**config.mk**
```make
export PLATFORM = sky130hd
export DESIGN_NAME = sdram_sched_top
export DESIGN_NICKNAME = d
export VERILOG_FILES = /design/src/sdram_sched_pkg.sv /design/src/bank_tracker.sv /design/src/command_issuer.sv /design/src/command_timer.sv /design/src/request_select.sv /design/src/sdram_sched_top.sv
export SDC_FILE = /design/constraint.sdc
export NUM_CORES = 1
export LEC_CHECK = 0
export BUFFER_PORTS_ARGS = -buffer_cell sky130_fd_sc_hd__buf_2
export CORE_MARGIN = 1
export CORE_UTILIZATION = 40
export DETAILED_ROUTE_END_ITERATION = 16
export SYNTH_ARGS = -nofsm -noshare
export SYNTH_HDL_FRONTEND = slang
export SYNTH_SLANG_ARGS = --single-unit
```
**constraint.sdc**
```tcl
create_clock -name INPUT_CLK -period 6.1 [get_ports INPUT_CLK]
set_input_delay 1.22 -clock INPUT_CLK [delete_from_list [all_inputs] [get_ports INPUT_CLK]]
set_output_delay 1.22 -clock INPUT_CLK [all_outputs]
set_load 0.02 [all_outputs]
```
**src/sdram_sched_pkg.sv**
```systemverilog
package sdram_sched_pkg;

  // ----------------------------------------
  // Field widths
  // ----------------------------------------
  localparam int ROW_W      = 14;
  localparam int BANK_W     = 3;
  localparam int COL_W      = 9;
  localparam int MASK_W     = 4;
  localparam int ADDR_W     = ROW_W + BANK_W + COL_W;
  localparam int BUS_ADDR_W = 14;
  localparam int GAP_CNT_W  = 4;

  // ----------------------------------------
  // Command spacing, in clock cycles
  // ----------------------------------------
  localparam logic [GAP_CNT_W-1:0] GAP_ACTV = 4'd3;
  localparam logic [GAP_CNT_W-1:0] GAP_PRCH = 4'd3;
  localparam logic [GAP_CNT_W-1:0] GAP_ARSR = 4'd10;
  localparam logic [GAP_CNT_W-1:0] GAP_READ = 4'd2;
  localparam logic [GAP_CNT_W-1:0] GAP_WRTE = 4'd4;

  localparam logic [BUS_ADDR_W-1:0] PRCH_ALL_ADDR = 14'h0400;  // A10 high, all banks

  // {ras_n, cas_n, we_n}
  typedef enum logic [2:0] {
    NOP  = 3'b111,
    ACTV = 3'b011,
    READ = 3'b101,
    WRTE = 3'b100,
    PRCH = 3'b010,
    ARSR = 3'b001
  } sdram_cmd_e;

  typedef struct packed {
    logic [ROW_W-1:0]  row;
    logic [BANK_W-1:0] bank;
    logic [COL_W-1:0]  col;
  } mem_addr_t;

  typedef struct packed {
    logic [ROW_W-1:0]  row;
    logic [BANK_W-1:0] bank;
  } page_t;

  typedef struct packed {
    logic              req;
    logic              we;
    mem_addr_t         addr;
    logic [MASK_W-1:0] mask;
  } port_req_t;

  typedef struct packed {
    logic              valid;
    logic              from_bulk;
    logic              we;
    page_t             page;
    logic [COL_W-1:0]  col;
    logic [MASK_W-1:0] mask;
  } sel_req_t;

  typedef struct packed {
    sdram_cmd_e            cmd;
    logic [BANK_W-1:0]     bank;
    logic [BUS_ADDR_W-1:0] addr;
    logic [MASK_W-1:0]     dm;
  } sdr_bus_t;

endpackage

```
**src/bank_tracker.sv**
```systemverilog
`timescale 1ns/1ps

module bank_tracker (
  input  logic                     INPUT_CLK,
  input  logic                     RST,
  input  logic                     refresh_strobe,
  input  sdram_sched_pkg::sdr_bus_t sdr,
  output sdram_sched_pkg::page_t    open_page,
  output logic                     page_open,
  output logic                     refresh_pending
);
  import sdram_sched_pkg::*;

  logic strobe_q;
  logic strobe_ack;

  // ----------------------------------------
  // Page state from the issued bus
  // ----------------------------------------
  always_ff @(posedge INPUT_CLK)
  begin
    if (RST)
      open_page <= '0;
    else if (sdr.cmd == ACTV)
    begin
      open_page.row  <= sdr.addr[ROW_W-1:0];  // Row rides on the address bus
      open_page.bank <= sdr.bank;
    end
  end

  always_ff @(posedge INPUT_CLK)
  begin
    if (RST)
      page_open <= 1'b0;
    else
    begin
      case (sdr.cmd)
        ACTV:       page_open <= 1'b1;
        PRCH, ARSR: page_open <= 1'b0;
        default:    ;
      endcase
    end
  end

  // ----------------------------------------
  // Refresh strobe
  // ----------------------------------------
  always_ff @(posedge INPUT_CLK)
  begin
    if (RST)
    begin
      strobe_q   <= refresh_strobe;
      strobe_ack <= refresh_strobe;  // Current level counts as seen
    end
    else
    begin
      strobe_q <= refresh_strobe;
      if (sdr.cmd == ARSR)
        strobe_ack <= strobe_q;  // Also absorbs a second toggle
    end
  end

  assign refresh_pending = strobe_ack ^ strobe_q;

endmodule

```
**src/command_issuer.sv**
```systemverilog
`timescale 1ns/1ps

module command_issuer (
  input  logic                      INPUT_CLK,
  input  logic                      RST,
  input  sdram_sched_pkg::sel_req_t  sel,
  input  logic                      page_hit,
  input  sdram_sched_pkg::page_t     open_page,
  input  logic                      page_open,
  input  logic                      refresh_pending,
  input  logic                      cmd_ready,
  output sdram_sched_pkg::sdr_bus_t  sdr,
  output logic                      rand_grant,
  output logic                      bulk_grant
);
  import sdram_sched_pkg::*;

  sdram_cmd_e            next_cmd;
  logic [BUS_ADDR_W-1:0] next_addr;
  logic [BANK_W-1:0]     next_bank;
  logic                  is_rw;

  // ----------------------------------------
  // Command decision
  // ----------------------------------------
  always_comb
  begin
    next_cmd = NOP;
    if (cmd_ready)
    begin
      if (refresh_pending)
        next_cmd = page_open ? PRCH : ARSR;  // Refresh first
      else if (sel.valid)
      begin
        if (page_hit)
          next_cmd = sel.we ? WRTE : READ;
        else if (page_open)
          next_cmd = PRCH;  // Wrong page
        else
          next_cmd = ACTV;
      end
    end
  end

  assign is_rw = (next_cmd == READ) || (next_cmd == WRTE);

  // ----------------------------------------
  // Address and bank forming
  // ----------------------------------------
  always_comb
  begin
    case (next_cmd)
      ACTV:
      begin
        next_addr = sel.page.row;
        next_bank = sel.page.bank;
      end
      READ, WRTE:
      begin
        next_addr = BUS_ADDR_W'({sel.col, 1'b0});  // 32-bit words on a x16 part
        next_bank = open_page.bank;
      end
      default:
      begin
        next_addr = PRCH_ALL_ADDR;
        next_bank = open_page.bank;
      end
    endcase
  end

  // ----------------------------------------
  // Bus register and grants
  // ----------------------------------------
  always_ff @(posedge INPUT_CLK)
  begin
    if (RST)
    begin
      sdr        <= '{cmd: NOP, bank: '0, addr: '0, dm: '0};
      rand_grant <= 1'b0;
      bulk_grant <= 1'b0;
    end
    else
    begin
      sdr.cmd    <= next_cmd;
      sdr.bank   <= next_bank;
      sdr.addr   <= next_addr;
      sdr.dm     <= is_rw ? sel.mask : '0;
      rand_grant <= is_rw && !sel.from_bulk;  // Same cycle as READ/WRTE on the bus
      bulk_grant <= is_rw && sel.from_bulk;
    end
  end

endmodule

```
**src/command_timer.sv**
```systemverilog
`timescale 1ns/1ps

module command_timer (
  input  logic                     INPUT_CLK,
  input  logic                     RST,
  input  sdram_sched_pkg::sdr_bus_t sdr,
  output logic                     cmd_ready
);
  import sdram_sched_pkg::*;

  logic [GAP_CNT_W-1:0] gap_cnt;
  logic [GAP_CNT_W-1:0] gap_load;

  always_comb
  begin
    case (sdr.cmd)
      ACTV:    gap_load = GAP_ACTV;
      PRCH:    gap_load = GAP_PRCH;
      ARSR:    gap_load = GAP_ARSR;
      WRTE:    gap_load = GAP_WRTE;
      default: gap_load = GAP_READ;
    endcase
  end

  // Loaded one cycle after the command, issue lands one cycle after ready,
  // so two cycles of the gap are already covered
  always_ff @(posedge INPUT_CLK)
  begin
    if (RST)
      gap_cnt <= '0;
    else if (sdr.cmd != NOP)
      gap_cnt <= gap_load - GAP_CNT_W'(2);
    else if (gap_cnt != '0)
      gap_cnt <= gap_cnt - 1'b1;
  end

  assign cmd_ready = (gap_cnt == '0) && (sdr.cmd == NOP);

endmodule

```
**src/request_select.sv**
```systemverilog
`timescale 1ns/1ps

module request_select (
  input  logic                      INPUT_CLK,
  input  logic                      RST,
  input  sdram_sched_pkg::port_req_t rand_port,
  input  sdram_sched_pkg::port_req_t bulk_port,
  input  sdram_sched_pkg::page_t     open_page,
  input  logic                      page_open,
  output sdram_sched_pkg::sel_req_t  sel,
  output logic                      page_hit
);
  import sdram_sched_pkg::*;

  port_req_t rand_q;
  port_req_t bulk_q;
  port_req_t chosen;

  // ----------------------------------------
  // Port sampling
  // ----------------------------------------
  always_ff @(posedge INPUT_CLK)
  begin
    if (RST)
    begin
      rand_q <= '0;
      bulk_q <= '0;
    end
    else
    begin
      rand_q <= rand_port;
      bulk_q <= bulk_port;
    end
  end

  // ----------------------------------------
  // Arbitration
  // ----------------------------------------
  always_comb
  begin
    if (bulk_q.req)
      chosen = bulk_q;  // Bulk wins
    else
      chosen = rand_q;
  end

  always_comb
  begin
    sel.valid     = bulk_q.req | rand_q.req;
    sel.from_bulk = bulk_q.req;
    sel.we        = chosen.we;
    sel.page.row  = chosen.addr.row;
    sel.page.bank = chosen.addr.bank;
    sel.col       = chosen.addr.col;
    sel.mask      = chosen.mask;
  end

  // Compared against the sampled request, not the pins
  assign page_hit = page_open && (sel.page == open_page);

endmodule

```
**src/sdram_sched_top.sv**
```systemverilog
`timescale 1ns/1ps

module sdram_sched_top (
  input  logic                      INPUT_CLK,
  input  logic                      RST,
  input  logic                      refresh_strobe,
  input  sdram_sched_pkg::port_req_t rand_port,
  input  sdram_sched_pkg::port_req_t bulk_port,
  output logic                      rand_grant,
  output logic                      bulk_grant,
  output sdram_sched_pkg::sdr_bus_t  sdr
);
  import sdram_sched_pkg::*;

  sel_req_t sel;
  logic     page_hit;
  page_t    open_page;
  logic     page_open;
  logic     refresh_pending;
  logic     cmd_ready;

  request_select u_request_select (
    .INPUT_CLK (INPUT_CLK),
    .RST       (RST),
    .rand_port (rand_port),
    .bulk_port (bulk_port),
    .open_page (open_page),
    .page_open (page_open),
    .sel       (sel),
    .page_hit  (page_hit)
  );

  bank_tracker u_bank_tracker (
    .INPUT_CLK       (INPUT_CLK),
    .RST             (RST),
    .refresh_strobe  (refresh_strobe),
    .sdr             (sdr),
    .open_page       (open_page),
    .page_open       (page_open),
    .refresh_pending (refresh_pending)
  );

  command_timer u_command_timer (
    .INPUT_CLK (INPUT_CLK),
    .RST       (RST),
    .sdr       (sdr),
    .cmd_ready (cmd_ready)
  );

  command_issuer u_command_issuer (
    .INPUT_CLK       (INPUT_CLK),
    .RST             (RST),
    .sel             (sel),
    .page_hit        (page_hit),
    .open_page       (open_page),
    .page_open       (page_open),
    .refresh_pending (refresh_pending),
    .cmd_ready       (cmd_ready),
    .sdr             (sdr),
    .rand_grant      (rand_grant),
    .bulk_grant      (bulk_grant)
  );

endmodule

```
Word level (Yosys, flattened, before mapping)
Cells that the tools add are included.
Widths: inputs -> output; s select.
{"block": "op_classes", "shifts": 0, "n_addsub": 2, "n_eq_ne": 10, "mux": 16, "bitwise_logic": 3, "multipliers": 0, "n_lt_le_gt_ge": 0, "div": 0, "n_reduce_logical": 15}
{"cell": "$mux 31", "n": 1}
{"cell": "$pmux 14 s2", "n": 1}
{"cell": "$eq 17x17->1", "n": 1}
{"cell": "$mux 3", "n": 5}
{"cell": "$eq 3x3->1 const B", "n": 4}
{"cell": "$pmux 4 s3", "n": 1}
{"cell": "$eq 3x2->1 const B", "n": 3}
{"cell": "$mux 4", "n": 2}
{"cell": "$reduce_or 2->1", "n": 4}
{"cell": "$reduce_bool 2->1", "n": 3}
{"cell": "$logic_and 1x1->1", "n": 4}
{"cell": "$logic_not 4->1", "n": 1}
{"cell": "$mux 1", "n": 4}
{"cell": "$reduce_bool 4->1", "n": 1}
{"cell": "$sub 4x1->4 const B", "n": 1}
{"cell": "$sub 4x2->4 const B", "n": 1}
{"cell": "$eq 3x1->1 const B", "n": 1}
{"cell": "$ne 3x3->1 const B", "n": 1}
{"cell": "$mux 2", "n": 1}
{"cell": "$pmux 1 s2", "n": 1}
{"cell": "$logic_not 1->1", "n": 1}
{"cell": "$logic_or 1x1->1", "n": 1}
{"cell": "$not 1->1", "n": 1}
{"cell": "$or 1x1->1", "n": 1}
{"cell": "$xor 1x1->1", "n": 1}
{"block": "totals", "wordCells": 70, "reg_bits": 114, "n_memories": 0, "romBits": 0, "mem_bits_rw": 0, "in_bits": 67, "latchBits": 0}

Logic depth before layout (Yosys ltp)
Gate-level depths: netlist of run 1.
{"block": "logic_depth", "ltp_word": 11, "depth_mapped": 10, "ltp_nobuf": 8}

Hierarchy
From an unflattened synthesis of run 1, not the netlist that was laid out.
{"block": "unflattened", "hier_cells": 395, "area_unflattened_um2": 4367.9}
{"mod": "request_select", "area_each_um2": 2341.0, "cells_each": 205, "instances": 1}
{"mod": "bank_tracker", "area_each_um2": 908.4, "cells_each": 86, "instances": 1}
{"mod": "command_issuer", "area_each_um2": 865.8, "cells_each": 74, "instances": 1}
{"mod": "command_timer", "area_each_um2": 252.7, "cells_each": 30, "instances": 1}

Worst setup path before layout of run 1
No wires, ideal clock.
{"block": "synth_path", "path_type": "flip-flop to flip-flop", "from": "register u_request_select.bulk_q, in the netlist u_request_select.sel[31]", "to": "register, netlist name u_command_issuer.sdr[0]", "arrival_ns": 2.215, "path_stages_with_launch": 11, "t_required_ns": 6.036, "slack_ns": 3.821, "path_buffers": 4, "period_less_slack_ns": 2.279, "path_cell_list": "dfxtp_1 -> buf_6 -> buf_12 -> mux2i_4 -> xnor2_1 -> nor4_1 -> nand2_2 -> or4_4 -> buf_6 -> buf_12 -> nor2_4"}
{"block": "synth_between", "elab_chain_len": 11, "word_cells_on_any_way": 14}
{"item": "start: declaration", "line": "request_select.sv:16", "text": "port_req_t bulk_q;"}
{"item": "start signal: assignment", "line": "request_select.sv:32", "text": "bulk_q <= bulk_port;"}
{"item": "$mux 31", "line": "request_select.sv:41", "text": "if (bulk_q.req)"}
{"item": "$eq 17x17->1", "line": "request_select.sv:59", "text": "assign page_hit = page_open && (sel.page == open_page);"}
{"item": "$logic_and 1x1->1", "line": "request_select.sv:59"}
{"item": "$mux 3", "line": "command_issuer.sv:35", "text": "if (page_hit)"}
{"item": "$mux 3", "line": "command_issuer.sv:33", "text": "else if (sel.valid)"}
{"item": "$mux 3", "line": "command_issuer.sv:31", "text": "if (refresh_pending)"}
{"item": "$mux 3", "line": "command_issuer.sv:29", "text": "if (cmd_ready)"}
{"item": "$eq 3x3->1", "line": "command_issuer.sv:45", "text": "assign is_rw = (next_cmd == READ) || (next_cmd == WRTE);"}
{"item": "$logic_or 1x1->1", "line": "command_issuer.sv:45"}
{"item": "$not 1->1 (no line)"}
{"item": "$reduce_or 2->1 (no line)"}
Parallel ways exist; a longest one is shown, timed or not.
A chain may end at the register's enable or synchronous reset.

Worst setup path in the final report of run 1
{"block": "layout_path", "from": "register u_request_select.bulk_q, in the netlist u_request_select.sel[31]", "to": "register, netlist name u_command_issuer.sdr[5]"}
{"block": "layout_between", "elab_chain_len": 10, "word_cells_on_any_way": 14}
{"item": "$mux 31", "line": "request_select.sv:41"}
{"item": "$eq 17x17->1", "line": "request_select.sv:59"}
{"item": "$logic_and 1x1->1", "line": "request_select.sv:59"}
{"item": "$mux 3", "line": "command_issuer.sv:35"}
{"item": "$mux 3", "line": "command_issuer.sv:33"}
{"item": "$mux 3", "line": "command_issuer.sv:31"}
{"item": "$mux 3", "line": "command_issuer.sv:29"}
{"item": "$eq 3x3->1", "line": "command_issuer.sv:52", "text": "case (next_cmd)"}
{"item": "$reduce_or 2->1", "line": "command_issuer.sv:52"}
{"item": "$pmux 14 s2 (*)", "line": "command_issuer.sv:52"}
Mark *: on every way between the ends. The rest lies on a longest branch, timed or not.

==> impl_metrics.env, run 1 <==
export IMPL_first_global_vias=2683
export IMPL_layout_worst_path_cycle_share_pct=46.7
export IMPL_critical_path_s_slowest_cell="or4_4"
export IMPL_p_per_area_nw_per_um2=392
export IMPL_cp_data_required_time_ps=6520
export IMPL_avgRoutedWirePerCell_um=12.5
export IMPL_synth_area_um2=4120
export IMPL_hp_class="flip-flop to flip-flop"
export IMPL_tritoncts="built"
export IMPL_postCtsSetupBuffers=0
export IMPL_layoutNonFillerInstCount=624
export IMPL_max_freq_mhz=351
export IMPL_totalNegativeSetupSlack_ps=0
export IMPL_final_antenna_net_count=0
export IMPL_cap_violations=0
export IMPL_tritoncts_num_sinks=114
export IMPL_routabilityCongestion=0.797
export IMPL_yosys_most_used_dff="dfxtp_1"
export IMPL_holdWs_ps=455
export IMPL_peakVddDrop_mv=0.161
export IMPL_layout_setup_ws_ps=3250
export IMPL_finalHoldViolations=0
export IMPL_insertion_delay_ps=510
export IMPL_leakage_nw=2.15
export IMPL_worst_setup_path_end_kind="flip-flop"
export IMPL_status="completed"
export IMPL_maxSlewHeadroom_pct=41.9
export IMPL_cells_along_the_critical_path="buf_4 > mux2i_1 > xnor2_1 > nor4_1 > nand3_1 > or4_4 > o22ai_1"
export IMPL_synth_seq_area_share_pct=55.7
export IMPL_final_setup_skew_ps=11.2
export IMPL_multi_input_comb_area_um2=1680
export IMPL_global_router_s_overall_resource_usage_pct=15.8
export IMPL_clk_transition_reported_paths_ps=60
export IMPL_antenna_found_initial=0
export IMPL_post_place_setup_slack_ps=3280
export IMPL_total_length_of_routed_wires_um=7810
export IMPL_htree_levels=4
export IMPL_distinct_cell_type_count_after_synthesis=44
export IMPL_numPortBuffers=92
export IMPL_crit_fanout=35
export IMPL_core_box_area_um2=9860
export IMPL_areaGrowthSynthToFinish_pct=27.0
export IMPL_core_rowCount=36
export IMPL_yosys_register_bits=114
export IMPL_nets=548
export IMPL_postCtsHoldBufs=0
export IMPL_num_io_pins=93
export IMPL_dpl_cell_count=592
export IMPL_place_detailed_hpwl_um=5320
export IMPL_syn_area_per_cell_um2=10.7
export IMPL_avg_vias_per_cell=4.52
export IMPL_arrival_ps=3270
export IMPL_cts_buffers=17
export IMPL_maximum_cell_stage_delay_along_the_critical_path_ps=710
export IMPL_grt_max_degree=94
export IMPL_grt_setup_unrepaired="false"
export IMPL_slew_viol_final=0
export IMPL_cts_resized_gates=0
export IMPL_detailedRoute_firstPassIterationCount=4
export IMPL_drt_drc_violations_left=0
export IMPL_worstSetupStartpointType="flip-flop"
export IMPL_clockBufferDepth=2
export IMPL_diodes=0
export IMPL_post_synth_inst_count=385
export IMPL_fillerInstances=919
export IMPL_grt_pass1_wl_um=12300
export IMPL_fp_dieW_um=103
export IMPL_report_final_setup_viol=0
export IMPL_dr_first_iter_drc_count=58
export IMPL_report_power_total_mw=2.05
export IMPL_synth_async_sr_flop_share_pct=0
export IMPL_synthesis_yosys_warnings=0
export IMPL_synth_fp_nets=455
export IMPL_cp_top_family="simple AND/OR/NAND/NOR gates"
export IMPL_drive_above_1_share_pct=30.1
export IMPL_regArea_um2=2290
export IMPL_clk_root_buffer_cell="clkbuf_8"
export IMPL_timing_critical_path_buf_inv=1
export IMPL_critical_path_class="flip-flop to flip-flop"
export IMPL_die_height_um=103
export IMPL_floorplan_initialDensity_pct=41.7
export IMPL_tightestPinTransition_ps=871
export IMPL_design_die_area_um2=10700
export IMPL_post_route_min_period_ps=2850
export IMPL_grt_overflow=0
export IMPL_vias=2818
export IMPL_edff_count_synth=1
[worst paths after layout]
path,start,to,slack (ps),cells past startpoint
setup / recovery,u_request_select.sel[31],u_command_issuer.sdr[5],3250,7
hold / removal,u_command_issuer.sdr[4],u_bank_tracker.open_page[3],450,2
setup reg to reg,u_request_select.sel[31],u_command_issuer.sdr[5],3250,7
hold reg to reg,u_command_issuer.sdr[4],u_bank_tracker.open_page[3],450,2
[registers in the layout, indices dropped and copies added (netlist names)]
register                     cells
u_bank_tracker.page_open         1
u_bank_tracker.strobe_q          1
u_command_issuer.sdr            24
u_bank_tracker.open_page        17
u_bank_tracker.strobe_ack        1
u_request_select.bulk_q         31
u_command_issuer.bulk_grant      1
u_request_select.rand_q         32
u_command_timer.gap_cnt          4
u_command_issuer.rand_grant      1
u_request_select.sel             1
[cells by family after synthesis]
logic type      Yosys count  share of synthesized area (%)
fa+ha+maj                 3                          0.912
xor+xnor                 20                           4.26
simple gates            148                           20.0
flops                   114                           55.7
mux                      32                           8.48
buf+inv                  24                           3.44
compound gates           44                           7.18
[per-stage QoR]
| step | utilization [%] | cell area, um^2 |
|---|---|---|
| finish | 53.0 | 5230 |
| global route | 53.0 | 5230 |
| CTS | 53.0 | 5230 |
| detailed placement | 47.0 | 4640 |
| global placement | 47.0 | 4640 |
| floorplan | - | 4120 |
[power breakdown]
group / switching (mW) / total [mW] / internal [mW]
Clock: 0.333 / 0.965 / 0.632
Sequential: 0.0315 / 0.826 / 0.795
Combinational: 0.149 / 0.260 / 0.110
[worst register-to-register path, stage by stage (launching register included)]
cell and delay [ps]:
dfxtp_2 310, buf_4 490, mux2i_1 430, xnor2_1 130
nor4_1 290, nand3_1 240, or4_4 710, o22ai_1 170
[final cells by class]
type	count	area share, %
Clock buffer	19	8.26
Clock inverter	13	3.02
Inverter	3	0.216
Multi-Input combinational cell	247	32.2
Sequential cell	114	43.9
Tap cell	133	3.18
Timing Repair Buffer	95	9.24
[routing by layer]
metal / routed length, um / global-route usage [%] / vias up
met5: 0 / 0 / -
met4: 119 / 8.67 / 0
met3: 362 / 5.71 / 9
met2: 3810 / 25.3 / 67
met1: 3520 / 18.6 / 1279
li1: - / - / 1463
[synthesized netlist by cell type, drive strengths merged (2+ instances only)]
cell	count	area, um^2
nor2b	64	400
xor2	3	26.3
nor3	5	25.0
a21o	2	15.0
and3	2	12.5
nand3	2	10.0
a21oi	20	100
nor2	21	111
mux2i	31	338
o21ai	4	20.0
dfxtp	113	2260
ha	3	37.5
buf	6	73.8
a211oi	5	37.5
nand3b	2	15.0
nand2b	2	12.5
nand2	39	149
xnor2	17	149
clkbuf	15	56.3
and2	2	12.5
o22ai	9	87.6
inv	3	11.3
nor4	5	37.5
[cells in the final DEF (no fill, tap or decap), drive strengths merged, types with 3 or more instances in the layout]
cell / count
xor2: 3
inv: 6
xnor2: 17
nor2: 21
buf: 95
o22ai: 9
clkinv: 5
nor2b: 64
nand2: 39
a21oi: 20
ha: 3
o21ai: 4
clkbuf: 19
a211oi: 5
nor3: 5
nor4: 5
mux2i: 31
bufinv: 3
dfxtp: 113
Note: power is estimated with default switching activity, not from simulation.
==> inputs of run 2 (changes only) <==
- clock period: 6.1 -> 2.4 ns (I/O delays scaled with it)
==> run 2 against run 1 <==
  * Clock-buffer cell count decreased by 2
  * Critical path depth unchanged
  * Global-route usage increased by 0.71 points
  * Critical path type unchanged
==> impl_metrics.env, run 2 (synthesis gave the netlist of run 1 again) <==
export IMPL_status="completed"
export IMPL_critical_path_reg2reg_startpoint="u_request_select.sel[31]"
export IMPL_power_frac_clock_pct=45.7
export IMPL_arrival_ps=2780
export IMPL_place_detailed_hpwl_um=5700
export IMPL_insertion_delay_ps=500
export IMPL_cap_violations=0
export IMPL_reg_largest_list="u_request_select.rand_q: 32 flops, u_request_select.bulk_q: 31 flops, u_command_issuer.sdr: 24 flops"
export IMPL_numPortBuffers=92
export IMPL_die_height_um=103
export IMPL_cells_along_the_critical_path="buf_12 > mux2i_4 > xnor2_1 > nor4_1 > nand3_1 > or4_4 > nor2_4"
export IMPL_timing_critical_path_buf_inv=1
export IMPL_leakage_nw=2.20
export IMPL_layout_common_cells="112 x dfxtp_1, 92 x buf_2, 64 x nor2b_1, 38 x nand2_1, 20 x a21oi_1"
export IMPL_areaGrowthSynthToFinish_pct=31.7
export IMPL_min_from="refresh_strobe"
export IMPL_largest_register="u_request_select.rand_q"
export IMPL_post_place_setup_slack_ps=-48.7
export IMPL_total_length_of_routed_wires_um=8390
export IMPL_peakVddDrop_mv=0.438
export IMPL_layout_core_utilization_pct=55.0
export IMPL_grt_max_degree=41
export IMPL_design_die_area_um2=10700
export IMPL_tritoncts="built"
export IMPL_cp_data_required_time_ps=2840
export IMPL_grt_overflow=0
export IMPL_finalHoldViolations=0
export IMPL_worstSetupStartpointType="flip-flop"
export IMPL_sw_frac_of_total_pct=26.5
export IMPL_maxSlewHeadroom_pct=59.3
export IMPL_layout_setup_ws_ps=65.1
export IMPL_critical_path_class="flip-flop to flip-flop"
export IMPL_hp_class="input pin to flip-flop"
export IMPL_first_global_vias=2803
export IMPL_power_frac_comb_pct=14.0
export IMPL_worst_setup_path_end_kind="flip-flop"
export IMPL_max_freq_mhz=428
export IMPL_global_router_s_overall_resource_usage_pct=16.6
export IMPL_dr_first_iter_drc_count=79
export IMPL_final_antenna_net_count=0
export IMPL_clk_transition_reported_paths_ps=60
export IMPL_sequentialPowerShare_pct=40.3
export IMPL_depth_of_the_worst_register_to_register_path=7
export IMPL_fp_dieW_um=103
export IMPL_min_to="u_bank_tracker.strobe_q"
export IMPL_report_final_setup_viol=0
export IMPL_power_report_internal_total_mw=3.83
export IMPL_tightestPinTransition_ps=610
export IMPL_post_route_min_period_ps=2330
export IMPL_core_rowCount=36
export IMPL_critical_path_s_slowest_cell="or4_4"
export IMPL_worstHoldPathCells=1
export IMPL_maximum_cell_stage_delay_along_the_critical_path_ps=680
export IMPL_detailedRoute_firstPassIterationCount=5
export IMPL_grt_pass1_wl_um=13100
export IMPL_switching_power_mw=1.38
export IMPL_grt_setup_unrepaired="true"
export IMPL_layout_worst_path_cycle_share_pct=97.3
export IMPL_r2r_end="u_command_issuer.sdr[0]"
export IMPL_slew_viol_final=0
export IMPL_final_setup_skew_ps=6.01
export IMPL_vias=2929
export IMPL_regToRegSetupSlack_ps=70
export IMPL_layout_commonest_cell="dfxtp_1"
export IMPL_num_io_pins=93
export IMPL_crit_fanout=11
export IMPL_avgRoutedWirePerCell_um=13.2
export IMPL_antenna_found_initial=0
export IMPL_diodes=0
export IMPL_routabilityCongestion=0.732
export IMPL_p_per_area_nw_per_um2=962
export IMPL_clockBufferDepth=2
export IMPL_drt_drc_violations_left=0
export IMPL_flip_flop_count_of_the_largest_register_all_copies_and_words_added=32
export IMPL_tritoncts_num_sinks=114
export IMPL_drive_above_1_share_pct=33.7
export IMPL_avg_vias_per_cell=4.60
export IMPL_core_box_area_um2=9860
export IMPL_clk_root_buffer_cell="clkbuf_8"
export IMPL_floorplan_initialDensity_pct=41.7
export IMPL_cp_top_family="simple AND/OR/NAND/NOR gates"
export IMPL_htree_levels=4
export IMPL_cts_buffers=17
export IMPL_postCtsHoldBufs=0
export IMPL_nets=561
## run 2: cell types whose count changed in the layout (fill, tap and decap cells not counted), moves of 2 or more
cell and change:
buf_12 +2, buf_4 +9, clkinv_2 -2, clkinvlp_4 +3, inv_6 +2, mux2i_1 -7
mux2i_2 +3, mux2i_4 +4
## run 2: area by class of cell
class,instances,area [um^2]
well taps,133,166
inverters,3,11.3
clock buffers,17,414
repair buffers,107,616
multi-input cells,248,1760
clock inverters,15,158
fillers,901,4440
flip-flops and latches,114,2300
## run 2: per-stage QoR
stage | hold slack [ps] | power, mW | instances | instance area, um^2 | TNS [ps]
after global placement | 439 | 2.84 | 603 | 4740 | 0
final | 99.2 | 5.22 | 637 | 5420 | 0
after global routing | 70.6 | 5.46 | 637 | 5420 | -53.0
after detailed placement | 443 | 2.85 | 603 | 4740 | -199
after floorplan | 448 | 2.61 | 385 | 4120 | 0
after CTS | 68.4 | 5.25 | 635 | 5320 | 0
## run 2: power groups by stage
stage / Clock, mW / Sequential, mW / Combinational (mW)
2_1_floorplan: 0 / 2.14 / 0.469
3_3_place_gp: 0 / 2.14 / 0.702
3_5_place_dp: 0 / 2.14 / 0.712
4_1_cts: 2.43 / 2.10 / 0.718
5_1_grt: 2.52 / 2.12 / 0.817
6_report: 2.38 / 2.10 / 0.728
## run 2: how the worst max path moves through the flow
stage                                         from                       end  slack (ps)  cells past startpoint
after floorplan           u_request_select.sel[31]   u_command_issuer.sdr[0]         120                     10
after global placement    u_request_select.sel[31]   u_command_issuer.sdr[6]          60                      7
after detailed placement  u_request_select.sel[31]   u_command_issuer.sdr[7]         -50                      7
after CTS                 u_request_select.sel[31]   u_command_issuer.sdr[7]         0.5                      7
after global routing      u_request_select.sel[31]  u_command_issuer.sdr[12]         -20                      7
final                     u_request_select.sel[31]   u_command_issuer.sdr[0]          70                      7
## run 2: routing by layer
metal / track usage [%] / up-vias / routed length (um)
met5: 0 / - / 0
met4: 7.58 / 0 / 142
met3: 5.51 / 12 / 380
met2: 26.7 / 65 / 4120
met1: 20.1 / 1358 / 3760
li1: - / 1494 / -
## run 2: timing repair
item | in CTS | in global routing
cloned | 0 | 2
endpoints found under the setup margin | 13 | 14
pin swaps | 1 | 4
buffers inserted | 0 | 0
gates resized for setup | 2 | 12
## run 2: worst reg2reg max path, delay by kind of cell (launching register included)
kind	cells	cell delay, ps
mux	1	270
buf+inv	1	190
xor+xnor	1	100
flops	1	410
simple gates	4	1310
==> inputs of run 3 (changes only) <==
- CORE_UTILIZATION: 40 -> 48
- PLACE_DENSITY: unset -> 0.75
==> run 3 against run 2 <==
  * Wire length up 4.8%
  * Largest power group is now registers
  * Largest cell class unchanged
  * Cell count down 4.2%
  * Highest routed layer unchanged
  * Flip-flop and latch count unchanged
==> impl_metrics.env, run 3 (synthesis gave the netlist of run 1 again) <==
export IMPL_status="completed"
export IMPL_grt_pass1_wl_um=13000
export IMPL_wl_met2_um=4600
export IMPL_nets=564
export IMPL_first_global_vias=2919
export IMPL_fp_dieW_um=94.6
export IMPL_floorplan_initialDensity_pct=49.8
export IMPL_post_route_min_period_ps=2340
export IMPL_numPortBuffers=92
export IMPL_drive_above_1_share_pct=33.5
export IMPL_layout_common_cells="112 x dfxtp_1, 92 x buf_2, 64 x nor2b_1, 38 x nand2_1, 20 x a21oi_1"
export IMPL_arrival_ps=2770
export IMPL_tightestPinTransition_ps=789
export IMPL_finalHoldViolations=0
export IMPL_reg_largest_list="u_request_select.rand_q: 32 flops, u_request_select.bulk_q: 31 flops, u_command_issuer.sdr: 24 flops"
export IMPL_die_height_um=94.6
export IMPL_maxSlewHeadroom_pct=47.4
export IMPL_leakage_nw=2.22
export IMPL_vias=3013
export IMPL_final_setup_skew_ps=8.81
export IMPL_grt_max_degree=84
export IMPL_critical_path_reg2reg_startpoint="u_request_select.sel[31]"
export IMPL_report_power_total_mw=4.98
export IMPL_largest_register="u_request_select.rand_q"
export IMPL_clockBufferDepth=2
export IMPL_post_place_setup_slack_ps=-2.77
export IMPL_areaGrowthSynthToFinish_pct=30.9
export IMPL_hp_class="input pin to flip-flop"
export IMPL_min_from="refresh_strobe"
export IMPL_clk_root_buffer_cell="clkbuf_8"
export IMPL_cts_buffers=17
export IMPL_crit_fanout=11
export IMPL_slew_viol_final=0
export IMPL_worstSetupStartpoint="u_request_select.sel[31]"
export IMPL_core_box_area_um2=8260
export IMPL_routabilityCongestion=0.809
export IMPL_grt_overflow=0
export IMPL_layout_core_utilization_pct=65.2
export IMPL_layout_worst_path_cycle_share_pct=97.6
export IMPL_worst_setup_path_endpoint="u_command_issuer.sdr[12]"
export IMPL_layout_setup_ws_ps=58.2
export IMPL_core_rowCount=33
export IMPL_cap_violations=0
export IMPL_dpl_cell_count=573
export IMPL_diodes=0
export IMPL_met1Wirelength_um=3530
export IMPL_regToRegSetupSlack_ps=60
export IMPL_avg_vias_per_cell=4.94
export IMPL_tritoncts="built"
export IMPL_num_io_pins=93
export IMPL_routed_wl_met3_um=513
export IMPL_flip_flop_count_of_the_largest_register_all_copies_and_words_added=32
export IMPL_total_length_of_routed_wires_um=8800
export IMPL_cp_data_required_time_ps=2830
export IMPL_antenna_found_initial=0
export IMPL_global_router_s_overall_resource_usage_pct=19.8
export IMPL_insertion_delay_ps=510
export IMPL_fillerInstances=640
export IMPL_drt_drc_violations_left=0
export IMPL_max_freq_mhz=427
export IMPL_avgRoutedWirePerCell_um=14.4
export IMPL_htree_levels=4
export IMPL_layout_commonest_cell="dfxtp_1"
export IMPL_r2r_end="u_command_issuer.sdr[12]"
export IMPL_maxUsedRoutingLayer="met4"
export IMPL_depth_of_the_worst_register_to_register_path=7
export IMPL_final_antenna_net_count=0
export IMPL_dr_first_iter_drc_count=167
export IMPL_worstSetupStartpointType="flip-flop"
export IMPL_detailedRoute_firstPassIterationCount=4
export IMPL_critical_path_class="flip-flop to flip-flop"
export IMPL_report_final_setup_viol=0
export IMPL_peakVddDrop_mv=0.517
export IMPL_design_die_area_um2=8950
export IMPL_layoutNonFillerInstCount=610
export IMPL_p_per_area_nw_per_um2=925
export IMPL_place_detailed_hpwl_um=5550
export IMPL_tritoncts_num_sinks=114
export IMPL_worst_setup_path_end_kind="flip-flop"
export IMPL_totalNegativeSetupSlack_ps=0
export IMPL_clk_transition_reported_paths_ps=50
[run 3: cell types whose count changed in the layout (fill, tap and decap cells not counted), sizes merged]
cell	delta
clkbuf	+8
inv	-5
clkinvlp	-4
buf	+2
bufinv	-2
clkinv	+2
[run 3: routing by layer]
| metal | up-vias | GRT usage, % |
|---|---|---|
| li1 | 1496 | - |
| met1 | 1417 | 21.5 |
| met2 | 84 | 34.8 |
| met3 | 16 | 7.25 |
| met4 | 0 | 7.95 |
| met5 | - | 0 |
[run 3: how the worst min path moves through the flow]
stage | endpoint | slack (ps) | cells after the start
6_report | u_bank_tracker.strobe_q | 80 | 1
5_1_grt | u_bank_tracker.strobe_q | 60 | 1
4_1_cts | u_bank_tracker.strobe_q | 50 | 1
3_3_place_gp | u_bank_tracker.open_page[8] | 440 | 2
3_5_place_dp | u_bank_tracker.open_page[1] | 450 | 2
2_1_floorplan | u_bank_tracker.open_page[10] | 450 | 2
[run 3: where the power goes]
group          total, mW  internal [mW]  switching [mW]
sequential          2.11           2.02          0.0938
combinational      0.757          0.345           0.412
clock               2.11           1.32           0.784
total               4.98           3.69            1.29
[run 3: stage by stage]
| step | area, um^2 | hold WS [ps] |
|---|---|---|
| after global routing | 5390 | 58.3 |
| after global placement | 4690 | 436 |
| after detailed placement | 4690 | 448 |
| after CTS | 5200 | 54.0 |
| after floorplan | 4120 | 448 |
| final | 5390 | 84.2 |
[run 3: critical path, cell delays in order (launching register included)]
cell and delay, ps:
dfxtp_4 400, buf_12 170, mux2i_2 280, xor2_1 240
and3_1 200, nand3_1 160, or4_4 680, o22ai_2 130
[run 3: final cells by class]
type | count | area, um^2 | area share [%]
repair buffers | 110 | 656 | 12.2
clock inverters | 6 | 32.5 | 0.604
multi-input cells | 248 | 1790 | 33.2
inverters | 3 | 11.3 | 0.209
flip-flops and latches | 114 | 2300 | 42.6
clock buffers | 24 | 470 | 8.73
well taps | 105 | 131 | 2.44
[run 3: what timing repair did]
action,CTS,global route
endpoints found under the setup margin,8,14
gates resized for setup,2,16
pin swaps,1,5
setup buffers,0,4
hold buffers,0,0
gates cloned,0,3
hold endpoints to repair,0,0
